File: src/hdl/wb_consts.svh
`ifndef WB_CONSTS_SVH
`define WB_CONSTS_SVH

// datapath widths
`define WB_XLEN       32
`define WB_CSR_NUM_W  14
`define WB_NREGS      32
`define WB_REG_AW     5
`define TLB_IDX_W     4       // 16-entry tlb

// csr numbers
`define CSR_CRMD      14'h000
`define CSR_PRMD      14'h001
`define CSR_ESTAT     14'h005
`define CSR_ERA       14'h006
`define CSR_BADV      14'h007
`define CSR_EENTRY    14'h00c
`define CSR_TLBIDX    14'h010
`define CSR_TID       14'h040
`define CSR_TLBRENTRY 14'h088

// exception codes
`define ECODE_W       6
`define ESUBCODE_W    9
`define ECODE_ADE     6'h08   // address error, badv recorded
`define ECODE_TLBR    6'h3f   // tlb refill, goes to tlbrentry

`endif
File: src/hdl/wb_pkg.sv
package wb_pkg;

    // what the retiring instruction does at writeback
    typedef enum logic [3:0] {
        op_alu,       // plain result or load data
        op_csrrd,
        op_csrwr,
        op_csrxchg,
        op_rdcntid,   // reads tid through the csr port
        op_ertn,
        op_tlbsrch,
        op_tlbwr,
        op_tlbfill,
        op_tlbrd,
        op_invtlb
    } wb_op_e;

    // command strobe towards the tlb array
    typedef enum logic [1:0] {
        tlb_none,
        tlb_wr,
        tlb_fill,
        tlb_rd
    } tlb_cmd_e;

endpackage

File: src/hdl/wb_subsys_top.sv
`include "wb_consts.svh"

module wb_subsys_top import wb_pkg::*; (
    input  logic                     clk,
    input  logic                     resetn,
    input  logic                     mem_valid,
    input  logic [`WB_XLEN-1:0]      mem_pc,
    input  wb_op_e                   mem_op,
    input  logic                     mem_rf_we,
    input  logic [`WB_REG_AW-1:0]    mem_rf_waddr,
    input  logic [`WB_XLEN-1:0]      mem_rf_wdata,
    input  logic [`WB_CSR_NUM_W-1:0] mem_csr_num,
    input  logic [`WB_XLEN-1:0]      mem_csr_wmask,
    input  logic [`WB_XLEN-1:0]      mem_csr_wvalue,
    input  logic                     mem_ex,
    input  logic [`ECODE_W-1:0]      mem_ecode,
    input  logic [`ESUBCODE_W-1:0]   mem_esubcode,
    input  logic [`WB_XLEN-1:0]      mem_vaddr,
    input  logic                     mem_srch_found,
    input  logic [`TLB_IDX_W-1:0]    mem_srch_idx,
    output logic [`WB_XLEN-1:0]      debug_wb_pc,
    output logic [3:0]               debug_wb_rf_we,
    output logic [`WB_REG_AW-1:0]    debug_wb_rf_wnum,
    output logic [`WB_XLEN-1:0]      debug_wb_rf_wdata,
    output logic                     wb_flush,
    output logic [`WB_XLEN-1:0]      wb_flush_entry,
    output tlb_cmd_e                 tlb_cmd,
    input  logic [`WB_REG_AW-1:0]    rf_raddr,   // stands in for decode
    output logic [`WB_XLEN-1:0]      rf_rdata
);
    // stage payload
    logic                     load;
    logic [`WB_XLEN-1:0]      wb_pc;
    wb_op_e                   wb_op;
    logic                     wb_rf_we_raw;
    logic [`WB_REG_AW-1:0]    wb_rf_waddr;
    logic [`WB_XLEN-1:0]      wb_final_wdata;
    logic [`WB_CSR_NUM_W-1:0] wb_csr_num;
    logic [`WB_XLEN-1:0]      wb_csr_wmask;
    logic [`WB_XLEN-1:0]      wb_csr_wvalue;
    logic                     wb_excep;
    logic [`ECODE_W-1:0]      wb_ecode;
    logic [`ESUBCODE_W-1:0]   wb_esubcode;
    logic [`WB_XLEN-1:0]      wb_vaddr;
    logic                     wb_srch_found;
    logic [`TLB_IDX_W-1:0]    wb_srch_idx;

    // control to csr and register file
    logic                     wb_ex;
    logic                     ertn_flush;
    logic                     rf_we;
    logic                     csr_re;
    logic                     csr_we;
    logic [`WB_CSR_NUM_W-1:0] csr_num;
    logic [`WB_XLEN-1:0]      csr_rvalue;
    logic                     tlbsrch_we;

    assign debug_wb_pc       = wb_pc;
    assign debug_wb_rf_wnum  = wb_rf_waddr;
    assign debug_wb_rf_wdata = wb_final_wdata;

    wb_stage u_stage (.*);

    wb_control u_control (
        .wb_valid (),   // only used inside the controller
        .*
    );

    csr_file u_csr (
        .csr_wmask  (wb_csr_wmask),
        .csr_wvalue (wb_csr_wvalue),
        .*
    );

    reg_file u_rf (
        .clk   (clk),
        .we    (rf_we),
        .waddr (wb_rf_waddr),
        .wdata (wb_final_wdata),
        .raddr (rf_raddr),
        .rdata (rf_rdata)
    );

endmodule

File: src/hdl/reg_file.sv
`include "wb_consts.svh"

module reg_file (
    input  logic                  clk,
    input  logic                  we,
    input  logic [`WB_REG_AW-1:0] waddr,
    input  logic [`WB_XLEN-1:0]   wdata,
    input  logic [`WB_REG_AW-1:0] raddr,
    output logic [`WB_XLEN-1:0]   rdata
);
    logic [`WB_XLEN-1:0] regs [`WB_NREGS];

    always_ff @(posedge clk) begin
        if (we && waddr != '0) begin   // writes to r0 are dropped
            regs[waddr] <= wdata;
        end
    end

    assign rdata = (raddr == '0) ? '0 : regs[raddr];

endmodule

File: src/hdl/csr_file.sv
`include "wb_consts.svh"

module csr_file (
    input  logic                     clk,
    input  logic                     resetn,
    input  logic                     csr_re,
    input  logic [`WB_CSR_NUM_W-1:0] csr_num,
    input  logic                     csr_we,
    input  logic [`WB_XLEN-1:0]      csr_wmask,
    input  logic [`WB_XLEN-1:0]      csr_wvalue,
    input  logic                     wb_ex,
    input  logic [`ECODE_W-1:0]      wb_ecode,
    input  logic [`ESUBCODE_W-1:0]   wb_esubcode,
    input  logic [`WB_XLEN-1:0]      wb_pc,
    input  logic [`WB_XLEN-1:0]      wb_vaddr,
    input  logic                     ertn_flush,
    input  logic                     tlbsrch_we,
    input  logic                     wb_srch_found,
    input  logic [`TLB_IDX_W-1:0]    wb_srch_idx,
    output logic [`WB_XLEN-1:0]      csr_rvalue
);
    logic [`WB_XLEN-1:0]    rd_value;
    logic [`WB_XLEN-1:0]    wr_value;     // masked merge of old and new

    logic [1:0]             crmd_plv;
    logic                   crmd_ie;
    logic [1:0]             prmd_pplv;
    logic                   prmd_pie;
    logic [1:0]             estat_is;     // software interrupt bits only
    logic [`ECODE_W-1:0]    estat_ecode;
    logic [`ESUBCODE_W-1:0] estat_esubcode;
    logic [`WB_XLEN-1:0]    era;
    logic [`WB_XLEN-1:0]    badv;
    logic [25:0]            eentry_va;    // 64-byte aligned
    logic [25:0]            tlbrentry_pa;
    logic [`WB_XLEN-1:0]    tid;
    logic                   tlbidx_ne;
    logic [5:0]             tlbidx_ps;
    logic [`TLB_IDX_W-1:0]  tlbidx_index;

    always_comb begin
        case (csr_num)
            `CSR_CRMD:      rd_value = {29'b0, crmd_ie, crmd_plv};
            `CSR_PRMD:      rd_value = {29'b0, prmd_pie, prmd_pplv};
            `CSR_ESTAT:     rd_value = {1'b0, estat_esubcode, estat_ecode, 14'b0, estat_is};
            `CSR_ERA:       rd_value = era;
            `CSR_BADV:      rd_value = badv;
            `CSR_EENTRY:    rd_value = {eentry_va, 6'b0};
            `CSR_TLBRENTRY: rd_value = {tlbrentry_pa, 6'b0};
            `CSR_TID:       rd_value = tid;
            `CSR_TLBIDX:    rd_value = {tlbidx_ne, 1'b0, tlbidx_ps,
                                        {(24 - `TLB_IDX_W){1'b0}}, tlbidx_index};
            default:        rd_value = '0;
        endcase
    end

    assign csr_rvalue = csr_re ? rd_value : '0;
    assign wr_value   = (rd_value & ~csr_wmask) | (csr_wvalue & csr_wmask);

    always_ff @(posedge clk) begin
        if (!resetn) begin
            crmd_plv       <= 2'b0;     // plv0, interrupts off
            crmd_ie        <= 1'b0;
            prmd_pplv      <= 2'b0;
            prmd_pie       <= 1'b0;
            estat_is       <= 2'b0;
            estat_ecode    <= '0;
            estat_esubcode <= '0;
            era            <= '0;
            badv           <= '0;
            eentry_va      <= '0;
            tlbrentry_pa   <= '0;
            tid            <= '0;
            tlbidx_ne      <= 1'b0;
            tlbidx_ps      <= '0;
            tlbidx_index   <= '0;
        end else if (wb_ex) begin
            prmd_pplv      <= crmd_plv;  // save mode for ertn
            prmd_pie       <= crmd_ie;
            crmd_plv       <= 2'b0;
            crmd_ie        <= 1'b0;
            era            <= wb_pc;
            estat_ecode    <= wb_ecode;
            estat_esubcode <= wb_esubcode;
            if (wb_ecode == `ECODE_TLBR || wb_ecode == `ECODE_ADE) begin
                badv <= wb_vaddr;
            end
        end else if (ertn_flush) begin
            crmd_plv <= prmd_pplv;
            crmd_ie  <= prmd_pie;
        end else if (tlbsrch_we) begin
            tlbidx_ne <= ~wb_srch_found;
            if (wb_srch_found) begin
                tlbidx_index <= wb_srch_idx;
            end
        end else if (csr_we) begin
            case (csr_num)
                `CSR_CRMD: begin
                    crmd_plv <= wr_value[1:0];
                    crmd_ie  <= wr_value[2];
                end
                `CSR_PRMD: begin
                    prmd_pplv <= wr_value[1:0];
                    prmd_pie  <= wr_value[2];
                end
                `CSR_ESTAT:     estat_is     <= wr_value[1:0];
                `CSR_ERA:       era          <= wr_value;
                `CSR_BADV:      badv         <= wr_value;
                `CSR_EENTRY:    eentry_va    <= wr_value[31:6];
                `CSR_TLBRENTRY: tlbrentry_pa <= wr_value[31:6];
                `CSR_TID:       tid          <= wr_value;
                `CSR_TLBIDX: begin
                    tlbidx_ne    <= wr_value[31];
                    tlbidx_ps    <= wr_value[29:24];
                    tlbidx_index <= wr_value[`TLB_IDX_W-1:0];
                end
                default: ;
            endcase
        end
    end

endmodule

File: src/hdl/wb_control.sv
`include "wb_consts.svh"

module wb_control import wb_pkg::*; (
    input  logic                     clk,
    input  logic                     resetn,
    input  logic                     mem_valid,
    input  logic [`WB_XLEN-1:0]      wb_pc,
    input  wb_op_e                   wb_op,
    input  logic                     wb_rf_we_raw,
    input  logic [`WB_CSR_NUM_W-1:0] wb_csr_num,
    input  logic                     wb_excep,
    input  logic [`ECODE_W-1:0]      wb_ecode,
    input  logic [`WB_XLEN-1:0]      csr_rvalue,
    output logic                     load,
    output logic                     wb_valid,
    output logic                     wb_ex,
    output logic                     ertn_flush,
    output logic                     rf_we,
    output logic                     csr_re,
    output logic                     csr_we,
    output logic [`WB_CSR_NUM_W-1:0] csr_num,
    output logic                     tlbsrch_we,
    output logic                     wb_flush,
    output logic [`WB_XLEN-1:0]      wb_flush_entry,
    output tlb_cmd_e                 tlb_cmd,
    output logic [3:0]               debug_wb_rf_we
);
    logic retire;       // valid and not excepting
    logic csr_access;
    logic refetch;

    // anything arriving while we redirect is dropped
    assign load = mem_valid & ~wb_ex & ~ertn_flush;

    always_ff @(posedge clk) begin
        if (!resetn) begin
            wb_valid <= 1'b0;
        end else if (wb_ex || ertn_flush) begin
            wb_valid <= 1'b0;
        end else begin
            wb_valid <= mem_valid;
        end
    end

    assign retire     = wb_valid & ~wb_excep;
    assign wb_ex      = wb_valid & wb_excep;
    assign ertn_flush = retire & (wb_op == op_ertn);

    assign csr_access = wb_op inside {op_csrrd, op_csrwr, op_csrxchg, op_rdcntid};
    assign csr_re     = wb_ex | ertn_flush | (retire & csr_access);
    assign csr_we     = retire & (wb_op inside {op_csrwr, op_csrxchg});
    assign tlbsrch_we = retire & (wb_op == op_tlbsrch);

    // csr read port also fetches the redirect target
    always_comb begin
        if (wb_ex && wb_ecode == `ECODE_TLBR) begin
            csr_num = `CSR_TLBRENTRY;
        end else if (wb_ex) begin
            csr_num = `CSR_EENTRY;
        end else if (ertn_flush) begin
            csr_num = `CSR_ERA;
        end else if (wb_op == op_rdcntid) begin
            csr_num = `CSR_TID;
        end else begin
            csr_num = wb_csr_num;
        end
    end

    always_comb begin
        tlb_cmd = tlb_none;
        if (retire) begin
            case (wb_op)
                op_tlbwr:   tlb_cmd = tlb_wr;
                op_tlbfill: tlb_cmd = tlb_fill;
                op_tlbrd:   tlb_cmd = tlb_rd;
                default:    tlb_cmd = tlb_none;
            endcase
        end
    end

    // tlb maintenance changes translation, so restart at the next pc
    assign refetch = retire & (wb_op inside {op_tlbwr, op_tlbfill, op_tlbrd, op_invtlb});

    assign wb_flush       = wb_ex | ertn_flush | refetch;
    assign wb_flush_entry = (wb_ex || ertn_flush) ? csr_rvalue : wb_pc + `WB_XLEN'd4;

    assign rf_we          = retire & wb_rf_we_raw;
    assign debug_wb_rf_we = {4{rf_we}};

endmodule

File: src/hdl/wb_stage.sv
`include "wb_consts.svh"

module wb_stage import wb_pkg::*; (
    input  logic                     clk,
    input  logic                     resetn,
    input  logic                     load,
    input  logic [`WB_XLEN-1:0]      mem_pc,
    input  wb_op_e                   mem_op,
    input  logic                     mem_rf_we,
    input  logic [`WB_REG_AW-1:0]    mem_rf_waddr,
    input  logic [`WB_XLEN-1:0]      mem_rf_wdata,
    input  logic [`WB_CSR_NUM_W-1:0] mem_csr_num,
    input  logic [`WB_XLEN-1:0]      mem_csr_wmask,
    input  logic [`WB_XLEN-1:0]      mem_csr_wvalue,
    input  logic                     mem_ex,
    input  logic [`ECODE_W-1:0]      mem_ecode,
    input  logic [`ESUBCODE_W-1:0]   mem_esubcode,
    input  logic [`WB_XLEN-1:0]      mem_vaddr,
    input  logic                     mem_srch_found,
    input  logic [`TLB_IDX_W-1:0]    mem_srch_idx,
    input  logic [`WB_XLEN-1:0]      csr_rvalue,
    output logic [`WB_XLEN-1:0]      wb_pc,
    output wb_op_e                   wb_op,
    output logic                     wb_rf_we_raw,
    output logic [`WB_REG_AW-1:0]    wb_rf_waddr,
    output logic [`WB_XLEN-1:0]      wb_final_wdata,
    output logic [`WB_CSR_NUM_W-1:0] wb_csr_num,
    output logic [`WB_XLEN-1:0]      wb_csr_wmask,
    output logic [`WB_XLEN-1:0]      wb_csr_wvalue,
    output logic                     wb_excep,
    output logic [`ECODE_W-1:0]      wb_ecode,
    output logic [`ESUBCODE_W-1:0]   wb_esubcode,
    output logic [`WB_XLEN-1:0]      wb_vaddr,
    output logic                     wb_srch_found,
    output logic [`TLB_IDX_W-1:0]    wb_srch_idx
);
    logic [`WB_XLEN-1:0] wb_rf_wdata;   // alu or load result

    // fields that decide side effects
    always_ff @(posedge clk) begin
        if (!resetn) begin
            wb_op        <= op_alu;
            wb_rf_we_raw <= 1'b0;
            wb_excep     <= 1'b0;
        end else if (load) begin
            wb_op        <= mem_op;
            wb_rf_we_raw <= mem_rf_we;
            wb_excep     <= mem_ex;
        end
    end

    always_ff @(posedge clk) begin
        if (load) begin
            wb_pc         <= mem_pc;
            wb_rf_waddr   <= mem_rf_waddr;
            wb_rf_wdata   <= mem_rf_wdata;
            wb_csr_num    <= mem_csr_num;
            wb_csr_wmask  <= mem_csr_wmask;
            wb_csr_wvalue <= mem_csr_wvalue;
            wb_ecode      <= mem_ecode;
            wb_esubcode   <= mem_esubcode;
            wb_vaddr      <= mem_vaddr;
            wb_srch_found <= mem_srch_found;
            wb_srch_idx   <= mem_srch_idx;
        end
    end

    // csr ops return the old csr value, rdcntid returns tid
    assign wb_final_wdata = (wb_op inside {op_csrrd, op_csrwr, op_csrxchg, op_rdcntid}) ?
                            csr_rvalue : wb_rf_wdata;

endmodule

File: config.mk
export PLATFORM = sky130hd
export DESIGN_NAME = wb_subsys_top
export DESIGN_NICKNAME = d
export VERILOG_FILES = /design/src/hdl/wb_pkg.sv /design/src/hdl/wb_subsys_top.sv /design/src/hdl/reg_file.sv /design/src/hdl/csr_file.sv /design/src/hdl/wb_control.sv /design/src/hdl/wb_stage.sv
export VERILOG_INCLUDE_DIRS = /design/src /design/src/hdl
export SDC_FILE = /design/constraint.sdc
export NUM_CORES = 2
export LEC_CHECK = 0
export BUFFER_PORTS_ARGS = -buffer_cell sky130_fd_sc_hd__buf_2
export CAP_MARGIN = 20
export CORE_MARGIN = 10
export CORE_UTILIZATION = 55
export DETAILED_ROUTE_END_ITERATION = 8
export PLACE_DENSITY = 0.76
export SYNTH_ARGS = -nofsm -noshare
export SYNTH_HDL_FRONTEND = slang
export SYNTH_HIERARCHICAL = 1
export SYNTH_SLANG_ARGS = --single-unit
File: constraint.sdc
create_clock -name clk -period 6.53 [get_ports clk]
set_input_delay 0.3265 -clock clk [delete_from_list [all_inputs] [get_ports clk]]
set_output_delay 0.3265 -clock clk [all_outputs]
set_load 0.03 [all_outputs]
==> results.py <==
metrics = {
    "grt": {
        "grt_pass1_vias": 36830,
        "grt_max_degree": 148,
        "grt-ovfl-total": 0,
        "antenna_found_initial": 1,
        "grt_pass1_wl_mm": 250.7,
        "grt_usage": 0.2886,
    },
    "sta": {
        "max_slew_margin": 0.2342,
        "period_needed_ns": 6.004,
        "rsz0062_at_grt": "no",
        "finClkSkew_ns": 0.02364,
        "fmax_ghz": 0.1665,
        "period_share": 0.9195,
        "fin_ws_ns": 0.5258,
        "setup_tns_ns": 0,
        "report.final.setup_viol": 0,
        "drv_slew": 0,
        "hold_viol": 0,
        "hold_ws_ns": 0.2865,
        "worst_pin_slew_ns": 1.134,
    },
    "route": {
        "dr.pass1.iters": 8,
        "ant_nets": 0,
        "viasPerCell": 6.478,
        "wl_per_cell_microns": 30.08,
        "vias": 37090,
        "drt_iter0_markers": 4806,
        "drcViolationCount": 0,
        "wl_mm": 172.3,
    },
    "critical_path": {
        "path_delay_family": "simple AND/OR/NAND/NOR gates",
        "crit_arrival_ns": 5.68,
        "path_class": "register to primary output",
        "required_ns": 6.20,
        "start_kind": "register",
        "critPathCaptureType": "primary output",
        "slowest_stage": "or4_1",
        "slowest_delay_ns": 0.85,
        "r2r_end": "u_csr/era[24]",
        "worstPathMaxFanout": 33,
        "reg2reg_slack_ns": 1.54,
        "cp_num_buf_inv": 2,
        "r2r_cells": 9,
        "cp_cell_sequence": "nor4bb_1, o21ai_4, and3_1, or4_1, nor2_2, buf_4, o21ai_1, a31oi_1, mux2_4, buf_2",
        "rr_startpoint": "u_stage/wb_op[2]",
    },
    "synthesis": {
        "ys_ff_latch": 1412,
        "syn_inst": 3651,
        "synth_ff_type": "edfxtp_1",
        "synth_area_leader_cell": "edfxtp_1",
        "synth_top_area_frac": 0.6377,
        "synth_area_leaders": "edfxtp_1 (64%), dfxtp_1 (6.6%), mux2i_1 (5.1%)",
        "avgSynthCellArea_sq_um": 15.77,
        "netlist-cell-type-count": 93,
        "synth.most_common_cell": "edfxtp_1",
        "ys_seq_area_frac": 0.7034,
        "synth_area_sq_um": 57590,
        "synth-async-reset-ratio": 0,
        "synth_common_cells": "edfxtp_1 (1223), mux2i_1 (293), nand2_1 (227)",
        "synth-edff-count": 1223,
        "yosysWarnings": 6,
    },
    "clock_tree": {
        "htreeDepth": 4,
        "ctsRootBufferMaster": "clkbuf_16",
        "cts.sinks": 1412,
        "ctsLongestPathBuffers": 3,
        "clk_pin_slew_ns": 0.06,
        "ctsResizeCount": 0,
        "tritoncts": "built",
        "clk_latency_ns": 0.76,
        "cts_buffers": 143,
    },
    "layout": {
        "area_growth_syn_to_layout_pct": 17.69,
        "drive_above_1_share": 0.2207,
        "final_nets": 4441,
        "antenna_cells": 0,
        "final_core_util": 0.6530,
        "num-fill-cells": 7078,
    },
    "placed_design": {
        "place_congestion": 0.9700,
        "io_buffers": 352,
        "place_hpwl_mm": 104.5,
        "dp_slack_ns": 1.448,
    },
    "floorplanning": {
        "die_w_microns": 343.6,
        "start_util": 0.5549,
        "die-height_microns": 343.6,
        "core_sq_um": 103800,
        "die_area_sq_um": 118100,
        "ios": 353,
        "rows": 118,
    },
    "flow_run": {
        "max_cap_viol_count": 0,
    },
    "worst_hold_path": {
        "holdCritPathClass": "input port to register",
        "worstHoldStart": "mem_vaddr[10]",
        "hold_end": "u_stage/wb_vaddr[10]",
        "hold_depth": 2,
    },
    "power_and_ir_drop": {
        "powerDensity_nw_per_um2": 290.3,
        "leakage_nw": 23.14,
        "irDropWorstVdd_v": 0.0002762,
        "total_power_mw": 19.68,
    },
    "status": {
        "outcome": "finished clean",
    },
}
logic make-up after synthesis:
family                     synth area share
buffers and inverters               0.02355
other                            0.00006511
adders and majority gates         0.0002172
muxes                                0.1176
xor gates and xnor gates           0.001825
and+or+nand+nor                     0.07258
AOI/OAI and AO/OA                   0.08078
DFF                                  0.7034
flip-flops by register name (all words and copies together), names as in the netlist, 2 cells and up:
name	flops
u_csr/badv	32
u_csr/crmd_plv	2
u_csr/eentry_va	26
u_csr/era	32
u_csr/estat_ecode	6
u_csr/estat_esubcode	9
u_csr/estat_is	2
u_csr/prmd_pplv	2
u_csr/tid	32
u_csr/tlbidx_index	4
u_csr/tlbidx_ps	6
u_csr/tlbrentry_pa	26
u_rf/regs	1024
u_stage/wb_csr_num	14
u_stage/wb_csr_wmask	32
u_stage/wb_csr_wvalue	32
u_stage/wb_ecode	6
u_stage/wb_esubcode	9
u_stage/wb_op	4
u_stage/wb_pc	32
u_stage/wb_rf_waddr	5
u_stage/wb_rf_wdata	32
u_stage/wb_srch_idx	4
u_stage/wb_vaddr	32
layout make-up:
| cell class | instances | area [sq um] | area share |
|---|---|---|---|
| clock buffers | 179 | 3871 | 0.05711 |
| clock inverters | 85 | 765.7 | 0.01130 |
| inverters | 15 | 57.56 | 0.0008491 |
| multi-input cells | 1996 | 16190 | 0.2388 |
| flip-flops and latches | 1412 | 40510 | 0.5977 |
| well taps | 1380 | 1727 | 0.02547 |
| repair buffers | 659 | 4662 | 0.06878 |
metal layers:
layer / track usage / wire length (microns) / vias to the layer above
met5: 0 / 0 / -
met4: 0.1366 / 8504 / 0
met1: 0.3629 / 62700 / 18610
met2: 0.4758 / 84460 / 2325
li1: - / - / 15690
met3: 0.06279 / 16590 / 460
worst max path at each step:
stage	startpoint	endpoint	slack, ns	cells after the start
6_report	u_stage/wb_op[2]	debug_wb_rf_wdata[12]	0.53	10
5_1_grt	u_stage/wb_op[2]	debug_wb_rf_wdata[19]	0.33	13
4_1_cts	u_stage/wb_op[2]	debug_wb_rf_wdata[28]	0.64	13
3_3_place_gp	u_stage/wb_op[2]	debug_wb_rf_wdata[28]	1.45	13
2_1_floorplan	u_stage/wb_op[1]	u_stage/wb_excep	1.97	8
3_5_place_dp	u_stage/wb_op[2]	debug_wb_rf_wdata[28]	1.45	13
stage by stage:
stage / instances / instance area (sq um)
6_report: 5726 / 67780
5_1_grt: 5726 / 67780
4_1_cts: 5725 / 67780
3_5_place_dp: 5252 / 61050
3_3_place_gp: 5252 / 61050
2_1_floorplan: 3682 / 57710
power breakdown:
group	switching (mW)	internal (mW)	leakage, nW
Clock	3.45	4.60	2.24
Sequential	0.0974	10.0	12.8
Combinational	1.01	0.496	8.11
repair_timing:
item,CTS,global route
endpoints found under the hold margin,208,0
setup endpoints to repair,0,0
buffers inserted,0,0
hold buffers,209,0
placed cells by master, fill, tap and decap left out, types with 95 or more instances in the layout:
| cell | synthesis | final |
|---|---|---|
| nor2_1 | 171 | 137 |
| mux4_2 | 128 | 128 |
| a21oi_1 | 143 | 143 |
| mux2i_1 | 293 | 293 |
| edfxtp_1 | 1223 | 1223 |
| buf_4 | 32 | 95 |
| dlygate4sd3_1 | 0 | 209 |
| buf_2 | 40 | 348 |
| dfxtp_1 | 189 | 189 |
| clkbuf_16 | 0 | 146 |
| nand2_1 | 227 | 227 |
Power figures use the tool's default switching activity.
